<file path="config.mk">
export PLATFORM = sky130hd
export DESIGN_NAME = cpu_bus_capture
export DESIGN_NICKNAME = d
export VERILOG_FILES = /design/src/mod_pkg.sv /design/src/cpu_bus_capture.sv
export VERILOG_INCLUDE_DIRS = /design/src
export SDC_FILE = /design/constraint.sdc
export NUM_CORES = 1
export LEC_CHECK = 0
export ABC_CLOCK_PERIOD_IN_PS = 4200
export BUFFER_PORTS_ARGS = -buffer_cell sky130_fd_sc_hd__buf_2
export CAP_MARGIN = 20
export CORE_UTILIZATION = 42
export CTS_BUF_LIST = sky130_fd_sc_hd__clkbuf_4
export CTS_CLUSTER_DIAMETER = 30
export DETAILED_ROUTE_END_ITERATION = 10
export MAX_ROUTING_LAYER = met4
export PLACE_DENSITY = 0.81
export SKIP_CTS_REPAIR_TIMING = 1
export SLEW_MARGIN = 20
export SYNTH_ARGS = -nofsm -noshare
export SYNTH_HDL_FRONTEND = slang
export SYNTH_SLANG_ARGS = --single-unit
</file>
<file path="constraint.sdc">
create_clock -name CPU_CKIO -period 4.2 [get_ports CPU_CKIO]
set_clock_uncertainty 0.1 [all_clocks]
set_input_delay 0.21 -clock CPU_CKIO [delete_from_list [all_inputs] [get_ports CPU_CKIO]]
set_output_delay 0.21 -clock CPU_CKIO [all_outputs]
set_load 0.05 [all_outputs]
</file>
<file path="src/mod_defs.svh">
`ifndef MOD_DEFS_SVH
`define MOD_DEFS_SVH

// words per modulation segment
// any power of two works
`define MOD_WORDS 256

// double-buffered modulation store
`define MOD_SEGMENTS 2

// one intensity sample, two per memory word
`define SAMPLE_W 8

// word address inside one segment
`define MOD_WORD_AW ($clog2(`MOD_WORDS))

// segment bit(s) on top of the word address
`define MOD_MEM_AW ($clog2(`MOD_SEGMENTS) + `MOD_WORD_AW)

// sample index, two samples per word
`define MOD_IDX_W (`MOD_WORD_AW + 1)

// memory word holds the even sample low, odd sample high
`define MOD_DATA_W (2 * `SAMPLE_W)

`endif

</file>
<file path="src/mod_pkg.sv">
`default_nettype none
`include "mod_defs.svh"

package mod_pkg;

  // bank select from cpu_addr[16:15]
  // values 2 and 3 are not decoded
  typedef enum logic [1:0] {
    BANK_CONTROLLER = 2'd0,
    BANK_MOD        = 2'd1
  } bank_sel_t;

  // controller register map, one word per register
  typedef enum logic [13:0] {
    ADDR_CTL_FLAG           = 14'h0000,
    ADDR_MOD_MEM_WR_SEGMENT = 14'h0001,
    ADDR_MOD_RD_SEGMENT     = 14'h0002,
    ADDR_MOD_CYCLE          = 14'h0003,
    ADDR_MOD_FREQ_DIV       = 14'h0004
  } ctl_addr_t;

  // one completed host write
  typedef struct packed {
    bank_sel_t   select;
    logic [13:0] addr;
    logic [15:0] data;
  } bus_write_t;

  // playback settings towards the sampler
  typedef struct packed {
    logic                  enable;
    logic                  rd_segment;
    logic [`MOD_IDX_W-1:0] cycle;
    logic [15:0]           freq_div;
  } mod_cfg_t;

endpackage

`default_nettype wire

</file>
<file path="src/cpu_bus_capture.sv">
`timescale 1ns/1ps
`default_nettype none
`include "mod_defs.svh"

module cpu_bus_capture (
  input  wire logic        CPU_CKIO,
  input  wire logic        rst_n,
  input  wire logic [16:0] cpu_addr,
  input  wire logic [15:0] cpu_data,
  input  wire logic        cpu_cs1_n,
  input  wire logic        cpu_we0_n,
  output logic             wr_req,
  input  wire logic        wr_ack,
  output mod_pkg::bus_write_t wr_rec
);

  import mod_pkg::*;

  // strobe level seen on the previous edge
  logic we_n_q;
  // end of a write cycle on the bus
  logic wr_done;
  // no exchange in flight, both phases back at zero
  logic slot_free;

  always_ff @(posedge CPU_CKIO) begin
    if (!rst_n) begin
      we_n_q <= 1'b1;
    end else begin
      we_n_q <= cpu_we0_n;
    end
  end

  // we0_n going back high closes the write
  // chip select must still be asserted
  assign wr_done   = !cpu_cs1_n && cpu_we0_n && !we_n_q;
  assign slot_free = !wr_req && !wr_ack;

  // producer side of the four-phase exchange
  always_ff @(posedge CPU_CKIO) begin
    if (!rst_n) begin
      wr_req <= 1'b0;
    end else if (wr_done && slot_free) begin
      wr_req <= 1'b1;
    end else if (wr_req && wr_ack) begin
      // ack seen, release request
      wr_req <= 1'b0;
    end
  end

  // holding slot, frozen until the next accepted write
  // writes that land on a busy slot are lost
  always_ff @(posedge CPU_CKIO) begin
    if (wr_done && slot_free) begin
      wr_rec.select <= bank_sel_t'(cpu_addr[16:15]);
      // bit 0 is not part of the word address
      wr_rec.addr   <= cpu_addr[14:1];
      wr_rec.data   <= cpu_data;
    end
  end

endmodule

`default_nettype wire

</file>
==> impl_metrics.json <==
{
  "grt_pass1_vias": 621,
  "cp_cell_sequence": "or3b_1 -> nor3_2 -> buf_4",
  "overflow": 0,
  "switching_share": 0.207,
  "diodes": 0,
  "fp.dieW_um": 51.7,
  "syn_area_mm2": 0.00104,
  "die-height_um": 51.7,
  "setup_viol": 0,
  "nets": 189,
  "grtUsageTotal": 0.147,
  "yosysSeqAreaShare": 0.966,
  "die_area_mm2": 0.00267,
  "cts_buffers": 5,
  "num_rows": 17,
  "maxSlewViolCount": 0,
  "cts.sinks": 34,
  "antenna_found_initial": 0,
  "area.growth.synth_to_final_pct": 76.0,
  "syn_area_per_cell_um2": 25.9,
  "fillers": 127,
  "synth-simple-area-share": 0.0254,
  "place.port_buffers": 69,
  "crit_buf_inv": 1,
  "synth.largest_area_cell": "edfxtp_1",
  "p_int_uw": 479,
  "grt_pass1_wl_mm": 2.44,
  "initial_core_util": 0.455,
  "hold_viol_final": 0,
  "syn_nets": 78,
  "synthTopCellsByArea": "edfxtp_1 (93%), dfxtp_1 (3.9%), nand2b_1 (1.2%)",
  "maxSlewHeadroom": 0.763,
  "clk_path_buf_depth": 2,
  "p_seq_frac": 0.621,
  "synth-xor-area-share": 0,
  "critPathCapture": "wr_rec[12]",
  "critPathLaunch": "we_n_q",
  "vias": 799,
  "syn_inst": 40,
  "fmax_mhz": 559,
  "critPathTopFamily": "simple AND/OR/NAND/NOR gates",
  "viasPerCell": 4.44,
  "pin_count": 71,
  "reg2reg_slack_ps": 2410,
  "r2r_start": "we_n_q",
  "wl_mm": 2.63,
  "start_kind": "register",
  "tightest_slew_ps": 356,
  "synth_top_family_by_area": "simple AND/OR/NAND/NOR gates",
  "synth-adder-area-share": 0,
  "yosys_warnings": 0,
  "timing.final.ws_setup_ps": 2410,
  "place_inst": 138,
  "finalCriticalPeriod_ps": 1790,
  "p_comb_frac": 0.101,
  "synth_top_area_share": 0.928,
  "drc_errors": 0,
  "path_class": "reg2reg",
  "grt_max_degree": 31,
  "drt_iter0_markers": 12,
  "synth_compound_area_frac": 0.00483,
  "drv_cap": 0,
  "crit_cells": 3,
  "reg2reg_to": "wr_rec[12]",
  "clk_pin_slew_worst_paths_ps": 90,
  "power_frac_clock": 0.277,
  "setup_tns_ps": 0,
  "rsz0062_at_grt": "false",
  "fin_cells": 180,
  "antenna_left": 0,
  "slowest_delay_ps": 400,
  "p_switching_uw": 125,
  "wl_per_cell_um": 14.6,
  "h-tree-depth": 2,
  "drive_gt1_frac": 0.513,
  "crit_fanout": 30,
  "min_path_cells": 3,
  "crit_required_ps": 4080,
  "cts_tree": "yes",
  "place.gp.congestion": 0.662,
  "ys_seq_elements": 34,
  "min_period_over_period": 0.426,
  "end_kind": "register",
  "ir_drop_v": 0.000344,
  "coreArea_mm2": 0.00228,
  "yosysUniqueCellTypes": 7,
  "crit_arrival_ps": 1670,
  "clock_latency_ps": 320,
  "hp-class": "in2reg",
  "first_pass_iters": 4,
  "root_buffer": "clkbuf_4",
  "worstRegToRegCells": 3,
  "synthMuxAreaShare": 0,
  "cpMaxStageDelayCell": "or3b_1",
  "pre_cts_slack_ps": 2400,
  "cellLeakagePower_uw": 0.000770,
  "p_per_area_mw_per_mm2": 332,
  "outcome": "complete, no violations"
}
[worst register-to-register path, cell delays in order, from the launching register on]
cell and delay [ps]:
dfxtp_1 320, or3b_1 400, nor3_2 230, buf_4 400
[power by group through the flow]
stage | clock network [uW] | logic [uW] | registers (uW)
6_report | 168 | 61.1 | 376
5_1_grt | 188 | 64.4 | 376
4_1_cts | 173 | 34.4 | 375
3_5_place_dp | 0 | 34.3 | 383
3_3_place_gp | 0 | 32.8 | 383
2_1_floorplan | 0 | 2.44 | 395
[cell type report]
class	count	area, um^2	area share
Multi-Input combinational cell	5	36.3	0.0199
Timing Repair Buffer	104	693	0.380
Clock buffer	6	45.0	0.0247
Clock inverter	2	8.76	0.00480
Inverter	1	3.75	0.00206
Sequential cell	34	1000	0.549
Tap cell	28	35.0	0.0192
[cells in the final DEF, fill, tap and decap left out]
master and n:
buf_2 69, buf_4 1, clkbuf_4 6, inv_1 1, a21oi_1 1, clkinv_2 1
nor3_2 1, dlygate4sd3_1 34, edfxtp_1 32, or3b_1 1, nand2b_1 2, dfxtp_1 2
clkinv_1 1
[state kept, by name (all words and copies together) (netlist names)]
register  cells
we_n_q        1
wr_rec       32
wr_req        1
[Yosys cell counts, drive strengths merged]
cell type  instances
dfxtp              2
or3b               1
nor3               1
inv                1
nand2b             2
a21oi              1
edfxtp            32
[through the flow]
step	total power, uW	utilization	hold WS [ps]	instance area [um^2]
after detailed placement	418	0.628	288	1430
final	605	0.801	96.3	1820
after floorplan	398	-	183	1040
after global routing	629	0.801	88.0	1820
after global placement	416	0.628	286	1430
after CTS	583	0.651	-66.9	1480
[kinds of logic (layout without fill, tap and decap cells)]
kind of cell | Yosys count | count (layout)
DFF | 34 | 34
and+or+nand+nor | 4 | 4
AOI/OAI and AO/OA | 1 | 1
buffers and inverters | 1 | 113
[how the worst min path moves through the flow]
stage	start	endpoint	slack, ps
after global routing	wr_ack	wr_req	90
after CTS	cpu_data[2]	wr_rec[2]	-70
final	wr_ack	wr_req	100
after detailed placement	cpu_data[4]	wr_rec[4]	290
after floorplan	rst_n	we_n_q	180
after global placement	cpu_addr[14]	wr_rec[29]	290
[per-layer routing]
metal,track usage,share of wire,up-vias
li1,-,-,377
met1,0.131,0.37,361
met2,0.234,0.53,53
met3,0.0614,0.069,8
met4,0.135,0.023,0
met5,-,0,-
Power figures use the tool's default switching activity.
