## config.mk

```make
export PLATFORM = sky130hd
export DESIGN_NAME = mod_sampler
export DESIGN_NICKNAME = d
export VERILOG_FILES = /design/src/mod_pkg.sv /design/src/mod_sampler.sv
export VERILOG_INCLUDE_DIRS = /design/src
export SDC_FILE = /design/constraint.sdc
export NUM_CORES = 1
export LEC_CHECK = 0
export BUFFER_PORTS_ARGS = -buffer_cell sky130_fd_sc_hd__buf_2
export CAP_MARGIN = 20
export CORE_UTILIZATION = 50
export CTS_CLUSTER_SIZE = 40
export DETAILED_ROUTE_END_ITERATION = 10
export PLACE_DENSITY = 0.76
export SETUP_SLACK_MARGIN = 0.02
export SLEW_MARGIN = 20
export SYNTH_ARGS = -nofsm -noshare
export SYNTH_HDL_FRONTEND = slang
export SYNTH_SLANG_ARGS = --single-unit
export TNS_END_PERCENT = 100
```

## constraint.sdc

```tcl
create_clock -name CPU_CKIO -period 12.38 [get_ports CPU_CKIO]
set_input_delay 2.476 -clock CPU_CKIO [delete_from_list [all_inputs] [get_ports CPU_CKIO]]
set_output_delay 2.476 -clock CPU_CKIO [all_outputs]
set_load 0.01 [all_outputs]
```

## src/mod_defs.svh

```systemverilog
`ifndef MOD_DEFS_SVH
`define MOD_DEFS_SVH

// words per modulation segment
// any power of two works
`define MOD_WORDS 256

// double-buffered modulation store
`define MOD_SEGMENTS 2

// one intensity sample, two per memory word
`define SAMPLE_W 8

// word address inside one segment
`define MOD_WORD_AW ($clog2(`MOD_WORDS))

// segment bit(s) on top of the word address
`define MOD_MEM_AW ($clog2(`MOD_SEGMENTS) + `MOD_WORD_AW)

// sample index, two samples per word
`define MOD_IDX_W (`MOD_WORD_AW + 1)

// memory word holds the even sample low, odd sample high
`define MOD_DATA_W (2 * `SAMPLE_W)

`endif

```

## src/mod_pkg.sv

```systemverilog
`default_nettype none
`include "mod_defs.svh"

package mod_pkg;

  // bank select from cpu_addr[16:15]
  // values 2 and 3 are not decoded
  typedef enum logic [1:0] {
    BANK_CONTROLLER = 2'd0,
    BANK_MOD        = 2'd1
  } bank_sel_t;

  // controller register map, one word per register
  typedef enum logic [13:0] {
    ADDR_CTL_FLAG           = 14'h0000,
    ADDR_MOD_MEM_WR_SEGMENT = 14'h0001,
    ADDR_MOD_RD_SEGMENT     = 14'h0002,
    ADDR_MOD_CYCLE          = 14'h0003,
    ADDR_MOD_FREQ_DIV       = 14'h0004
  } ctl_addr_t;

  // one completed host write
  typedef struct packed {
    bank_sel_t   select;
    logic [13:0] addr;
    logic [15:0] data;
  } bus_write_t;

  // playback settings towards the sampler
  typedef struct packed {
    logic                  enable;
    logic                  rd_segment;
    logic [`MOD_IDX_W-1:0] cycle;
    logic [15:0]           freq_div;
  } mod_cfg_t;

endpackage

`default_nettype wire

```

## src/mod_sampler.sv

```systemverilog
`timescale 1ns/1ps
`default_nettype none
`include "mod_defs.svh"

module mod_sampler (
  input  wire logic                   CPU_CKIO,
  input  wire logic                   rst_n,
  input  wire mod_pkg::mod_cfg_t      cfg,
  output logic [`MOD_MEM_AW-1:0]      rd_addr,
  input  wire logic [`MOD_DATA_W-1:0] rd_data,
  output logic [`SAMPLE_W-1:0]        mod_value,
  output logic                        mod_valid
);

  // effective divider, never below 2
  logic [15:0]           div_len;
  logic [15:0]           div_cnt;
  // sample index inside the segment
  logic [`MOD_IDX_W-1:0] idx;
  // last cycle of a sample period
  logic                  tick;
  // memory word for the tick is on rd_data
  logic                  fetch_q;
  // odd sample sits in the high byte
  logic                  byte_sel_q;

  assign div_len = (cfg.freq_div < 16'd2) ? 16'd2 : cfg.freq_div;
  assign tick    = (div_cnt >= div_len - 16'd1);

  // word holding the current sample, live segment select
  assign rd_addr = {cfg.rd_segment, idx[`MOD_IDX_W-1:1]};

  // divider, index and pulse pipeline
  // held at zero while playback is off
  always_ff @(posedge CPU_CKIO) begin
    if (!rst_n || !cfg.enable) begin
      div_cnt   <= '0;
      idx       <= '0;
      fetch_q   <= 1'b0;
      mod_valid <= 1'b0;
    end else begin
      div_cnt <= tick ? '0 : div_cnt + 16'd1;
      if (tick) begin
        // wrap after the last index of the cycle
        idx <= (idx >= cfg.cycle) ? '0 : idx + 1'b1;
      end
      fetch_q   <= tick;
      mod_valid <= fetch_q;
    end
  end

  // byte lane for the word being read
  always_ff @(posedge CPU_CKIO) begin
    if (tick) begin
      byte_sel_q <= idx[0];
    end
  end

  // output sample, kept after playback stops
  always_ff @(posedge CPU_CKIO) begin
    if (!rst_n) begin
      mod_value <= '0;
    end else if (fetch_q) begin
      mod_value <= byte_sel_q ? rd_data[`MOD_DATA_W-1:`SAMPLE_W] : rd_data[`SAMPLE_W-1:0];
    end
  end

endmodule

`default_nettype wire

```

==> results.md <==
* GPL Wtd Cong at 0.832
* Final setup skew at 5.68 ps
* Post-synth EDFFs at 1
* Final WL at 4.95 mm
* Starting Density at 51.9%
* DRC Markers at 0
* Period minus WS final at 6700 ps
* WP data required at 12580 ps
* Wire per inst at 12.9 um
* Post-CTS resize count at 0
* Largest family of logic cells by synthesized area: simple AND/OR/NAND/NOR gates
* Via count at 2125
* Synth Instances at 278
* Die X-Extent at 71.8 um
* Fmax achieved at 0.149 GHz
* Worst Tran Pin Value at 527 ps
* RSZ-0062 raised after global routing: no
* Fin crit share at 54.2%
* Max_slew headroom at 64.8%
* Status: finished clean
* CTS Buf Count at 5
* Worst setup EP type: register
* TritonRoute pass-1 iters at 4
* Clock transition at path regs at 70 ps
* Worst hold path class: reg -> reg
* Number of hold buffers added after CTS at 0
* Die area at 0.00516 mm^2
* Post-route ant nets at 0
* Final worst-path setup slack at 5680 ps
* CTS tree: built
* Adder-Cell Fraction of Synth Area at 14.4%
* Share of cells above drive strength 1 at 22.1%
* Core Rows at 25
* CTS Sinks at 36
* Seq/Total Area, Yosys at 30.0%
* Hold Slack at 475 ps
* Static Leak at 1.34 nW
* Comb power frac at 11.3%
* Routed vias/inst at 5.53
* Total Routing Usage GR at 20.8%
* Worst EP arrival at 6910 ps
* Number of global-route vias before repair at 1967
* Crit-path max FO at 12
* Area growth from synthesis to layout at 15.0%
* Power Internal at 0.175 mW
* Fin area at 0.00280 mm^2
* Final setup viols at 0
* Most common cell after layout, fill and taps aside: buf_2
* Avg Cell Area, Syn at 8.77 um^2
* Initial antenna violation count at 0
* H-tree depth at 2
* Slew Viols, Final at 0
* Critical path type: in -> reg
* I/O pin cnt at 63
* CTS Buffer Depth at 2
* Final TNS setup at 0 ps
* Synth Warn # at 0
* Vert. Die Dim at 71.8 um
* Cell area after synthesis at 0.00244 mm^2
* Gr ovfl total at 0
* Fin. Hold Viols at 0
* Largest net degree at the start of global routing at 18
* Post-synthesis mux area share at 3.29%
* Switching part of the total power at 24.1%
* IO Port Bufs at 60
* Pwr dens at 82.1 mW/mm^2
* Ys async rst share at 0%
* Root buf cell: clkbuf_8
* Post-CTS Setup Bufs at 0
* Most frequent cells in the layout: buf_2 (60), dfxtp_1 (35), nor2_1 (29)
* Seq cells post-synth at 36
* Maxcap violations at 0
* Dpl cell area at 0.00271 mm^2
* 1st-iter DRT viols at 111
* Synth Flop Type: dfxtp_1
* Maximum VDD drop at 0.0610 mV
* Worst-Skew Late Latency at 290 ps
* Register share of total power at 50.8%
* P_sw at 0.0555 mW
* Number of diodes at 0
* Clock Power Share at 37.9%
* CP Launch Type: input port
* Simple-gate portion of the synthesized area at 21.5%
* Synth Area in Compound Gates at 15.0%
* Post-Syn Nets at 351
* DP HPWL at 3.93 mm
* Synth Area in XOR/XNOR at 9.70%
* Pre-CTS WS at 5350 ps
* First-pass GRT wire length at 8.52 mm
* Core ar. at 0.00469 mm^2
* Final Net Count at 402
* Final Power at 0.230 mW
* Yosys cell types at 45
-- state kept, by name, indices dropped and copies added, names as in the netlist --
register / flops
fetch_q: 1
mod_value: 8
idx: 9
mod_valid: 1
div_cnt: 16
byte_sel_q: 1
-- critical path: stages --
cell,delay [ps]
buf_2,110
or4_1,600
nor4_1,310
or2b_1,300
o21ai_0,230
ha_1,260
nand2_1,90
or3_1,380
nor3_1,190
xnor2_1,150
ha_1,270
and4_1,240
o211a_1,170
a2111oi_4,520
inv_2,210
and3_1,230
nor3_1,170
-- through the flow --
step | util (%) | instances
3_5_place_dp | 57.7 | 376
5_1_grt | 59.7 | 384
3_3_place_gp | 57.7 | 376
2_1_floorplan | - | 278
6_report | 59.7 | 384
4_1_cts | 59.7 | 384
-- final cells by class --
type	instances	area (um^2)
tap	54	67.6
clock inverter	1	7.51
clock buffer	7	86.3
sequential	36	731
multi-input combinational	212	1560
inverter	14	52.6
fill	420	1890
timing repair buffer	60	300
-- cells by family (layout without fill, tap and decap cells) --
logic type      count (synthesis)  count (layout)
simple gates                  104             104
compound gates                 45              45
flops                          36              36
buf+inv                        30              82
fa+ha+maj                      28              28
xor+xnor                       27              27
mux                             8               8
-- path summary, 6_finish.rpt --
check	startpoint	to	slack [ps]	depth (start not counted)
min	mod_value[4]	mod_value[4]	480	1
max	cfg[4]	idx[2]	5680	17
max reg2reg	div_cnt[0]	idx[2]	9710	9
min reg2reg	mod_value[4]	mod_value[4]	480	1
-- synth_stat cells, types with 3 or more instances --
cell type	n	share of area (%)
ha_1	28	14
nand4_1	3	0.77
a31oi_1	5	1.3
o21ai_0	7	1.4
xor2_1	13	4.7
nand3_1	10	2.1
nor2_1	29	4.5
inv_1	13	2.0
nand2_1	20	3.1
a211oi_1	3	0.92
clkbuf_1	4	0.62
and3_1	8	2.1
nor3_1	11	2.3
a21oi_1	8	1.6
dfxtp_1	35	29
o211a_1	9	3.7
or3_1	8	2.1
and2_1	4	1.0
mux2i_1	8	3.3
buf_4	9	2.8
xnor2_1	14	5.0
-- power groups by stage --
stage          clock, mW  sequential (mW)  combinational [mW]
2_1_floorplan          0            0.119              0.0151
3_3_place_gp           0            0.119              0.0256
3_5_place_dp           0            0.119              0.0262
4_1_cts           0.0887            0.117              0.0264
5_1_grt           0.0957            0.117              0.0295
6_report          0.0873            0.117              0.0260
-- per-layer routing --
| layer | share of wire [%] | vias up | GRT usage [%] | routed length (um) |
|---|---|---|---|---|
| met5 | 0 | - | 0 | 0 |
| met4 | 0.85 | 0 | 5.23 | 42 |
| met3 | 4.8 | 7 | 4.22 | 236 |
| met2 | 48 | 53 | 34.8 | 2360 |
| met1 | 47 | 974 | 27.5 | 2310 |
| li1 | - | 1091 | - | - |
No activity file was read; power rests on OpenSTA's default activity.
