`config.mk`:
```
export PLATFORM = sky130hd
export DESIGN_NAME = ctl_regs
export DESIGN_NICKNAME = d
export VERILOG_FILES = /design/src/mod_pkg.sv /design/src/ctl_regs.sv
export VERILOG_INCLUDE_DIRS = /design/src
export SDC_FILE = /design/constraint.sdc
export NUM_CORES = 1
export LEC_CHECK = 0
export ABC_CLOCK_PERIOD_IN_PS = 2700
export BUFFER_PORTS_ARGS = -buffer_cell sky130_fd_sc_hd__buf_2
export CORE_MARGIN = 1
export CORE_UTILIZATION = 48
export DETAILED_ROUTE_END_ITERATION = 10
export PLACE_DENSITY = 0.81
export SYNTH_ARGS = -nofsm -noshare
export SYNTH_HDL_FRONTEND = slang
export SYNTH_SLANG_ARGS = --single-unit
```
`constraint.sdc`:
```
create_clock -name CPU_CKIO -period 2.7 [get_ports CPU_CKIO]
set_input_delay 0.54 -clock CPU_CKIO [delete_from_list [all_inputs] [get_ports CPU_CKIO]]
set_output_delay 0.54 -clock CPU_CKIO [all_outputs]
set_load 0.01 [all_outputs]
```
`src/mod_defs.svh`:
```
`ifndef MOD_DEFS_SVH
`define MOD_DEFS_SVH

// words per modulation segment
// any power of two works
`define MOD_WORDS 256

// double-buffered modulation store
`define MOD_SEGMENTS 2

// one intensity sample, two per memory word
`define SAMPLE_W 8

// word address inside one segment
`define MOD_WORD_AW ($clog2(`MOD_WORDS))

// segment bit(s) on top of the word address
`define MOD_MEM_AW ($clog2(`MOD_SEGMENTS) + `MOD_WORD_AW)

// sample index, two samples per word
`define MOD_IDX_W (`MOD_WORD_AW + 1)

// memory word holds the even sample low, odd sample high
`define MOD_DATA_W (2 * `SAMPLE_W)

`endif

```
`src/mod_pkg.sv`:
```
`default_nettype none
`include "mod_defs.svh"

package mod_pkg;

  // bank select from cpu_addr[16:15]
  // values 2 and 3 are not decoded
  typedef enum logic [1:0] {
    BANK_CONTROLLER = 2'd0,
    BANK_MOD        = 2'd1
  } bank_sel_t;

  // controller register map, one word per register
  typedef enum logic [13:0] {
    ADDR_CTL_FLAG           = 14'h0000,
    ADDR_MOD_MEM_WR_SEGMENT = 14'h0001,
    ADDR_MOD_RD_SEGMENT     = 14'h0002,
    ADDR_MOD_CYCLE          = 14'h0003,
    ADDR_MOD_FREQ_DIV       = 14'h0004
  } ctl_addr_t;

  // one completed host write
  typedef struct packed {
    bank_sel_t   select;
    logic [13:0] addr;
    logic [15:0] data;
  } bus_write_t;

  // playback settings towards the sampler
  typedef struct packed {
    logic                  enable;
    logic                  rd_segment;
    logic [`MOD_IDX_W-1:0] cycle;
    logic [15:0]           freq_div;
  } mod_cfg_t;

endpackage

`default_nettype wire

```
`src/ctl_regs.sv`:
```
`timescale 1ns/1ps
`default_nettype none
`include "mod_defs.svh"

module ctl_regs (
  input  wire logic                      CPU_CKIO,
  input  wire logic                      rst_n,
  input  wire logic                      wr_req,
  output logic                           wr_ack,
  input  wire mod_pkg::bus_write_t       wr_rec,
  output logic                           mem_we,
  output logic [`MOD_MEM_AW-1:0]         mem_wr_addr,
  output logic [`MOD_DATA_W-1:0]         mem_wr_data,
  output mod_pkg::mod_cfg_t              cfg
);

  import mod_pkg::*;

  // new request not yet acknowledged
  logic                  apply;
  // segment that takes modulation writes
  logic                  wr_segment;
  logic                  enable_r;
  logic                  rd_segment_r;
  logic [`MOD_IDX_W-1:0] cycle_r;
  logic [15:0]           freq_div_r;

  assign apply = wr_req && !wr_ack;

  // consumer side of the handshake
  // ack follows the apply cycle, drops once req is gone
  always_ff @(posedge CPU_CKIO) begin
    if (!rst_n) begin
      wr_ack <= 1'b0;
    end else if (apply) begin
      wr_ack <= 1'b1;
    end else if (!wr_req) begin
      wr_ack <= 1'b0;
    end
  end

  // register decode, unknown addresses are dropped
  always_ff @(posedge CPU_CKIO) begin
    if (!rst_n) begin
      enable_r     <= 1'b0;
      wr_segment   <= 1'b0;
      rd_segment_r <= 1'b0;
      cycle_r      <= '0;
      freq_div_r   <= '0;
    end else if (apply && (wr_rec.select == BANK_CONTROLLER)) begin
      case (wr_rec.addr)
        ADDR_CTL_FLAG:           enable_r     <= wr_rec.data[0];
        ADDR_MOD_MEM_WR_SEGMENT: wr_segment   <= wr_rec.data[0];
        ADDR_MOD_RD_SEGMENT:     rd_segment_r <= wr_rec.data[0];
        ADDR_MOD_CYCLE:          cycle_r      <= wr_rec.data[`MOD_IDX_W-1:0];
        ADDR_MOD_FREQ_DIV:       freq_div_r   <= wr_rec.data;
        default: ;
      endcase
    end
  end

  // memory write in the apply cycle
  // addresses past one segment are discarded
  assign mem_we      = apply && (wr_rec.select == BANK_MOD) && (wr_rec.addr < `MOD_WORDS);
  assign mem_wr_addr = {wr_segment, wr_rec.addr[`MOD_WORD_AW-1:0]};
  assign mem_wr_data = wr_rec.data;

  // settings registered once more towards the sampler
  always_ff @(posedge CPU_CKIO) begin
    if (!rst_n) begin
      cfg <= '0;
    end else begin
      cfg.enable     <= enable_r;
      cfg.rd_segment <= rd_segment_r;
      cfg.cycle      <= cycle_r;
      cfg.freq_div   <= freq_div_r;
    end
  end

endmodule

`default_nettype wire

```
==> impl_metrics.env, run 1 <==
export IMPL_r2r_start="wr_ack"
export IMPL_htreeDepth=2
export IMPL_end_kind="primary output"
export IMPL_grt_pass1_wl_um=5480
export IMPL_synthTopCellsByCount="56 x dfxtp_1, 46 x nand2_1, 28 x mux2i_1"
export IMPL_synthFlopType="dfxtp_1"
export IMPL_numCtsBuffers=5
export IMPL_grt_max_degree=35
export IMPL_cts_reportedPaths_clkPinSlew_ps=90
export IMPL_syn_nets=237
export IMPL_p_leak_nw=1.33
export IMPL_drt_total_wl_um=3420
export IMPL_synth_async_reset_ratio_pct=0
export IMPL_p_total_mw=1.37
export IMPL_reg2reg_slack_ps=900
export IMPL_yosys_area_top_type_share_pct=54.9
export IMPL_ys_warnings_count=0
export IMPL_fmax_mhz=497
export IMPL_design_core_area_mm2=0.00406
export IMPL_finalCritPeriodShare_pct=74.5
export IMPL_place_ws_ps=530
export IMPL_cp_max_fo=2
export IMPL_synth_area_mm2=0.00204
export IMPL_critPathKind="primary input to primary output"
export IMPL_die_height_um=67.2
export IMPL_worst_slew_pin_slew_ps=581
export IMPL_ys_seq_area_share_pct=54.9
export IMPL_ys_top_cells_by_area="dfxtp_1 55%, mux2i_1 14%, buf_4 9.2%, nand2_1 8.5%, inv_1 5.0%"
export IMPL_finalSetupTns_ps=0
export IMPL_critPathBufInv=2
export IMPL_slowest_delay_ps=290
export IMPL_path_delay_family="simple AND/OR/NAND/NOR gates"
export IMPL_yosysMostFrequentCell="dfxtp_1"
export IMPL_diodes=0
export IMPL_finalCriticalPeriod_ps=2010
export IMPL_die_w_um=67.2
export IMPL_post_dp_cell_area_mm2=0.00234
export IMPL_cts_root_buf="clkbuf_8"
export IMPL_worstSetupPathDepth=5
export IMPL_drt_iter0_drc=38
export IMPL_antenna_found_initial=0
export IMPL_via_per_inst=4.52
export IMPL_path_cells="buf_2, nor4_4, nand2_1, nor4b_1, buf_2"
export IMPL_syn_instance_count=202
export IMPL_clock_sinks=56
export IMPL_postRouteAntennaNets=0
export IMPL_hold_path_class="flip-flop to flip-flop"
export IMPL_yosysTopAreaCell="dfxtp_1"
export IMPL_synth_seq_cells=56
export IMPL_cts_tree="done"
export IMPL_min_to="cfg[11]"
export IMPL_crit_top_cell="buf_2"
export IMPL_synth_edf_count=0
export IMPL_clk_latency_ps=310
export IMPL_vias=1438
export IMPL_layout_setup_ws_ps=688
export IMPL_layout_drive_gt1_share_pct=39.2
export IMPL_power_per_cell_area_mw_per_mm2=562
export IMPL_cp_start_kind="primary input"
export IMPL_routabilityCongestion=0.672
export IMPL_p_sw_share_pct=23.2
export IMPL_syn_avg_cell_area_um2=10.1
export IMPL_ioPinCount=89
export IMPL_post_drt_wl_per_cell_um=10.7
export IMPL_fin_skew_ps=6.31
export IMPL_critPathArrivalTime_ps=1470
export IMPL_power_share_clock_pct=33.0
export IMPL_die_area_mm2=0.00452
export IMPL_hp_start="freq_div_r[11]"
export IMPL_start_util_pct=50.4
export IMPL_hold_path_cell_count=2
export IMPL_power_internal_mw=1.05
export IMPL_reg2reg_to="freq_div_r[5]"
export IMPL_hold_buffers=0
export IMPL_vdd_drop_max_mv=0.255
export IMPL_finalNetCount=302
export IMPL_drv_cap=0
export IMPL_crit_required_ps=2160
export IMPL_whs_ps=443
export IMPL_slew_headroom_pct=61.2
export IMPL_rsz0062_at_grt="no"
export IMPL_post_cts_setup_buffer_count=0
export IMPL_slew_viol_final=0
export IMPL_firstDrtPassIters=4
export IMPL_num_rows=23
export IMPL_clockBufferDepth=2
export IMPL_rr_worst_depth=5
export IMPL_grt_usage_pct=16.6
export IMPL_first_global_vias=1325
export IMPL_seqPwrFrac_pct=60.5
export IMPL_power_frac_comb_pct=6.5
export IMPL_switching_power_uw=317
export IMPL_areaGrowthSynthToFinish_pct=18.9
export IMPL_cts_resized=0
export IMPL_dpl_hpwl_um=2520
export IMPL_synth_cell_types=18
export IMPL_hold_viol_final=0
export IMPL_route_detailed_drc=0
export IMPL_status="complete, no violations"
export IMPL_grt_ovfl_total=0
export IMPL_finalSetupViolations=0
export IMPL_portBuffers=88
export IMPL_final_area_mm2=0.00243
export IMPL_slowest_stage="nor4_4"
stage by stage:
step                      util, %  cells
final                        59.9    318
after global routing         59.9    318
after CTS                    59.9    318
after detailed placement     57.7    310
after global placement       57.7    310
after floorplan                 -    202
state kept, by name (all words and copies together) (netlist names):
name	flops
cycle_r	9
enable_r	1
cfg	27
wr_ack	1
freq_div_r	16
wr_segment	1
rd_segment_r	1
worst max path at each step:
stage / from / to / slack, ps
floorplan: wr_rec[28] / mem_we / 820
global route: wr_ack / mem_we / 560
CTS: wr_ack / mem_we / 630
finish: wr_rec[28] / mem_we / 690
global placement: wr_rec[29] / freq_div_r[0] / 640
detailed placement: wr_rec[24] / freq_div_r[5] / 530
power groups by stage:
| stage | sequential (mW) | clock [mW] | combinational, mW |
|---|---|---|---|
| floorplan | 0.846 | 0 | 0.0575 |
| global placement | 0.846 | 0 | 0.0882 |
| detailed placement | 0.846 | 0 | 0.0891 |
| CTS | 0.827 | 0.469 | 0.0894 |
| global route | 0.827 | 0.499 | 0.0979 |
| finish | 0.826 | 0.451 | 0.0886 |
cell usage in the layout, fill, tap and decap left out:
master / count
nor3_2: 1
clkbuf_8: 5
and2_1: 1
mux2i_1: 28
nand4_2: 1
clkinv_2: 1
nor4_2: 2
nor4b_1: 3
clkinvlp_4: 1
inv_6: 1
nor4_4: 1
nor4b_4: 1
nand2_1: 46
dfxtp_1: 56
buf_2: 88
nor4_1: 1
inv_1: 27
buf_4: 3
nor3b_1: 1
routing by layer:
metal  part of all wire (%)  vias to the layer above  wire, um  track usage [%]
li1                       -                      731         -                -
met1                     42                      641      1430             16.9
met2                     50                       60      1720             29.4
met3                    5.8                        6       198             5.57
met4                    1.9                        0        66             9.31
met5                      0                        -         0                0
final cells by class:
cell class	count	area [um2]
Fill cell	353	1630
Sequential cell	56	1120
Multi-Input combinational cell	86	592
Timing Repair Buffer	91	463
Inverter	27	101
Clock buffer	5	68.8
Tap cell	50	62.6
Clock inverter	3	21.3
tightest hold or removal path, delay by kind of cell, from the launching register on:
kind / cells / cell delay (ps)
flip-flops: 1 / 320
AND/OR/NAND/NOR: 1 / 60
buffers and inverters: 1 / 50
cell families after synthesis:
logic type	Yosys count	share of synthesized area (%)
buffers and inverters	60	16.8
AND/OR/NAND/NOR	58	14.6
flip-flops	56	54.9
multiplexers	28	13.7
No activity file was read; power rests on OpenSTA's default activity.
==> run 2, diff against run 1 <==
Settings changed: ABC_AREA set to 1, ABC_CLOCK_PERIOD_IN_PS 2700 to 1640, CORE_UTILIZATION 48 to 45, PLACE_DENSITY 0.81 to 0.76.
Clock period 2.7 ns to 1.64 ns, I/O delays scaled along.
==> impl_metrics.env, run 2 <==
export IMPL_status="complete, no violations"
export IMPL_finalCriticalPeriod_ps=1420
export IMPL_synthTopCellsByCount="103 x inv_1, 93 x nand2_1, 56 x dfxtp_1"
export IMPL_slowest_stage="dfxtp_1"
export IMPL_clk_latency_ps=300
export IMPL_grt_max_degree=48
export IMPL_dpl_hpwl_um=3490
export IMPL_cts_tree="done"
export IMPL_largest_register="cfg"
export IMPL_numCtsBuffers=5
export IMPL_areaGrowthSynthToFinish_pct=17.1
export IMPL_biggestRegsByFlops="cfg x27, freq_div_r x16, cycle_r x9"
export IMPL_critPathKind="flip-flop to primary output"
export IMPL_finalSetupTns_ps=0
export IMPL_path_delay_family="flip-flops"
export IMPL_path_cells="nor2_2, nand3b_1, nor3_1, buf_2"
export IMPL_switching_power_uw=515
export IMPL_slew_headroom_pct=84.5
export IMPL_portBuffers=88
export IMPL_p_total_mw=2.39
export IMPL_place_ws_ps=173
export IMPL_drt_iter0_drc=105
export IMPL_largest_reg_flops=27
export IMPL_cts_root_buf="clkbuf_8"
export IMPL_diodes=0
export IMPL_firstDrtPassIters=4
export IMPL_drv_cap=0
export IMPL_grt_usage_pct=17.4
export IMPL_vias=2167
export IMPL_synthFlopType="dfxtp_1"
export IMPL_reg2reg_slack_ps=320
export IMPL_seqPwrFrac_pct=56.9
export IMPL_p_leak_nw=1.80
export IMPL_hold_buffers=0
export IMPL_p_sw_share_pct=21.5
export IMPL_via_per_inst=4.31
export IMPL_post_dp_cell_area_mm2=0.00289
export IMPL_power_per_cell_area_mw_per_mm2=799
export IMPL_ys_top_cells_by_area="dfxtp_1 44%, inv_1 15%, nand2_1 14%, buf_4 7.9%, nand4_1 6.9%"
export IMPL_ys_seq_area_share_pct=43.9
export IMPL_cts_reportedPaths_clkPinSlew_ps=80
export IMPL_postRouteAntennaNets=0
export IMPL_min_to="wr_ack"
export IMPL_fin_util_pct=54.7
export IMPL_cp_start_kind="flip-flop"
export IMPL_yosysTopAreaCell="dfxtp_1"
export IMPL_syn_nets=405
export IMPL_drt_total_wl_um=4820
export IMPL_layout_setup_ws_ps=222
export IMPL_vdd_drop_max_mv=0.470
export IMPL_finalCritPeriodShare_pct=86.5
export IMPL_hp_start="wr_req"
export IMPL_synth_area_mm2=0.00255
export IMPL_hold_path_cell_count=3
export IMPL_htreeDepth=2
export IMPL_route_detailed_drc=0
export IMPL_critPathBufInv=1
export IMPL_placed_cells=497
export IMPL_clockBufferDepth=2
export IMPL_die_height_um=77.4
export IMPL_power_share_clock_pct=35.1
export IMPL_layout_drive_gt1_share_pct=25.5
export IMPL_synth_cell_types=20
export IMPL_clock_sinks=56
export IMPL_die_area_mm2=0.00598
export IMPL_synth_async_reset_ratio_pct=0
export IMPL_reg2reg_to="freq_div_r[2]"
export IMPL_synth_seq_cells=56
export IMPL_antenna_found_initial=0
export IMPL_hold_viol_final=0
export IMPL_crit_required_ps=1310
export IMPL_num_rows=27
export IMPL_synth_edf_count=0
export IMPL_slew_viol_final=0
export IMPL_fin_skew_ps=5.93
export IMPL_r2r_start="wr_ack"
export IMPL_ys_warnings_count=0
export IMPL_finalSetupViolations=0
export IMPL_syn_instance_count=370
export IMPL_slowest_delay_ps=320
export IMPL_fillCellCount=565
export IMPL_final_common_cell="inv_1"
export IMPL_layout_common_cells="103 x inv_1, 93 x nand2_1, 88 x buf_2, 56 x dfxtp_1, 36 x nor2_1"
export IMPL_finalNetCount=467
export IMPL_layoutNonFillerInstCount=503
export IMPL_fmax_mhz=705
export IMPL_cp_max_fo=2
export IMPL_post_cts_setup_buffer_count=0
export IMPL_end_kind="primary output"
export IMPL_design_core_area_mm2=0.00547
export IMPL_cts_resized=0
export IMPL_power_internal_mw=1.88
export IMPL_die_w_um=77.4
export IMPL_grt_ovfl_total=0
export IMPL_post_drt_wl_per_cell_um=9.59
export IMPL_power_frac_comb_pct=8.0
export IMPL_final_area_mm2=0.00299
export IMPL_rr_worst_depth=7
export IMPL_grt_pass1_wl_um=8310
export IMPL_yosys_area_top_type_share_pct=43.9
export IMPL_ioPinCount=89
export IMPL_syn_avg_cell_area_um2=6.91
export IMPL_first_global_vias=1988
export IMPL_rsz0062_at_grt="no"
export IMPL_whs_ps=220
export IMPL_start_util_pct=46.7
export IMPL_hold_path_class="primary input to flip-flop"
export IMPL_routabilityCongestion=0.746
export IMPL_yosysMostFrequentCell="inv_1"
export IMPL_worst_slew_pin_slew_ps=232
export IMPL_critPathArrivalTime_ps=1090
==> run 2: cell count changes after synthesis, sizes merged, moves of 5 or more <==
cell / delta
nor2: +41
nand2: +47
nand4: +27
mux2i: -28
nand3: +5
buf: +7
inv: +78
==> run 2: layout make-up <==
| class | count | area, um2 | area share, % |
|---|---|---|---|
| clock buffer | 5 | 68.8 | 2.30 |
| clock inverter | 1 | 30.0 | 1.00 |
| inverter | 105 | 394 | 13.2 |
| multi-input combinational | 170 | 778 | 26.0 |
| sequential | 56 | 1120 | 37.5 |
| tap | 72 | 90.1 | 3.01 |
| timing repair buffer | 94 | 510 | 17.1 |
==> run 2: cells by family (layout without fill, tap and decap cells) <==
kind of cell / Yosys count / after routing / share of synthesized area [%]
flip-flops: 56 / 56 / 43.9
buffers and inverters: 144 / 205 / 25.7
AND/OR/NAND/NOR: 170 / 170 / 30.5
==> run 2: per-layer routing <==
layer  global-route usage (%)  part of all wire, %  vias up  wire, um
li1                         -                    -     1155         -
met2                     32.0                   49       71      2360
met3                     4.00                  5.8        7       280
met1                     19.5                   44      934      2110
met5                        0                    0        -         0
met4                     6.23                  1.5        0        72
==> run 2: how the worst max path moves through the flow <==
stage | start | endpoint | slack, ps | cells past startpoint
2_1_floorplan | wr_rec[25] | mem_we | 400 | 2
3_3_place_gp | wr_rec[23] | freq_div_r[2] | 200 | 8
3_5_place_dp | wr_rec[23] | freq_div_r[2] | 170 | 8
4_1_cts | wr_ack | mem_we | 200 | 4
5_1_grt | wr_ack | mem_we | 120 | 4
6_report | wr_ack | mem_we | 220 | 4
==> run 2: worst min-delay path: cells and delay by family <==
kind                   cells  cell delay (ps)
AND/OR/NAND/NOR            1               40
buffers and inverters      2              120
==> run 2: power by group through the flow <==
stage	Combinational (mW)	Clock (mW)	Sequential [mW]
global route	0.212	0.933	1.36
detailed placement	0.191	0	1.39
floorplan	0.134	0	1.39
global placement	0.189	0	1.39
finish	0.190	0.840	1.36
CTS	0.192	0.869	1.36
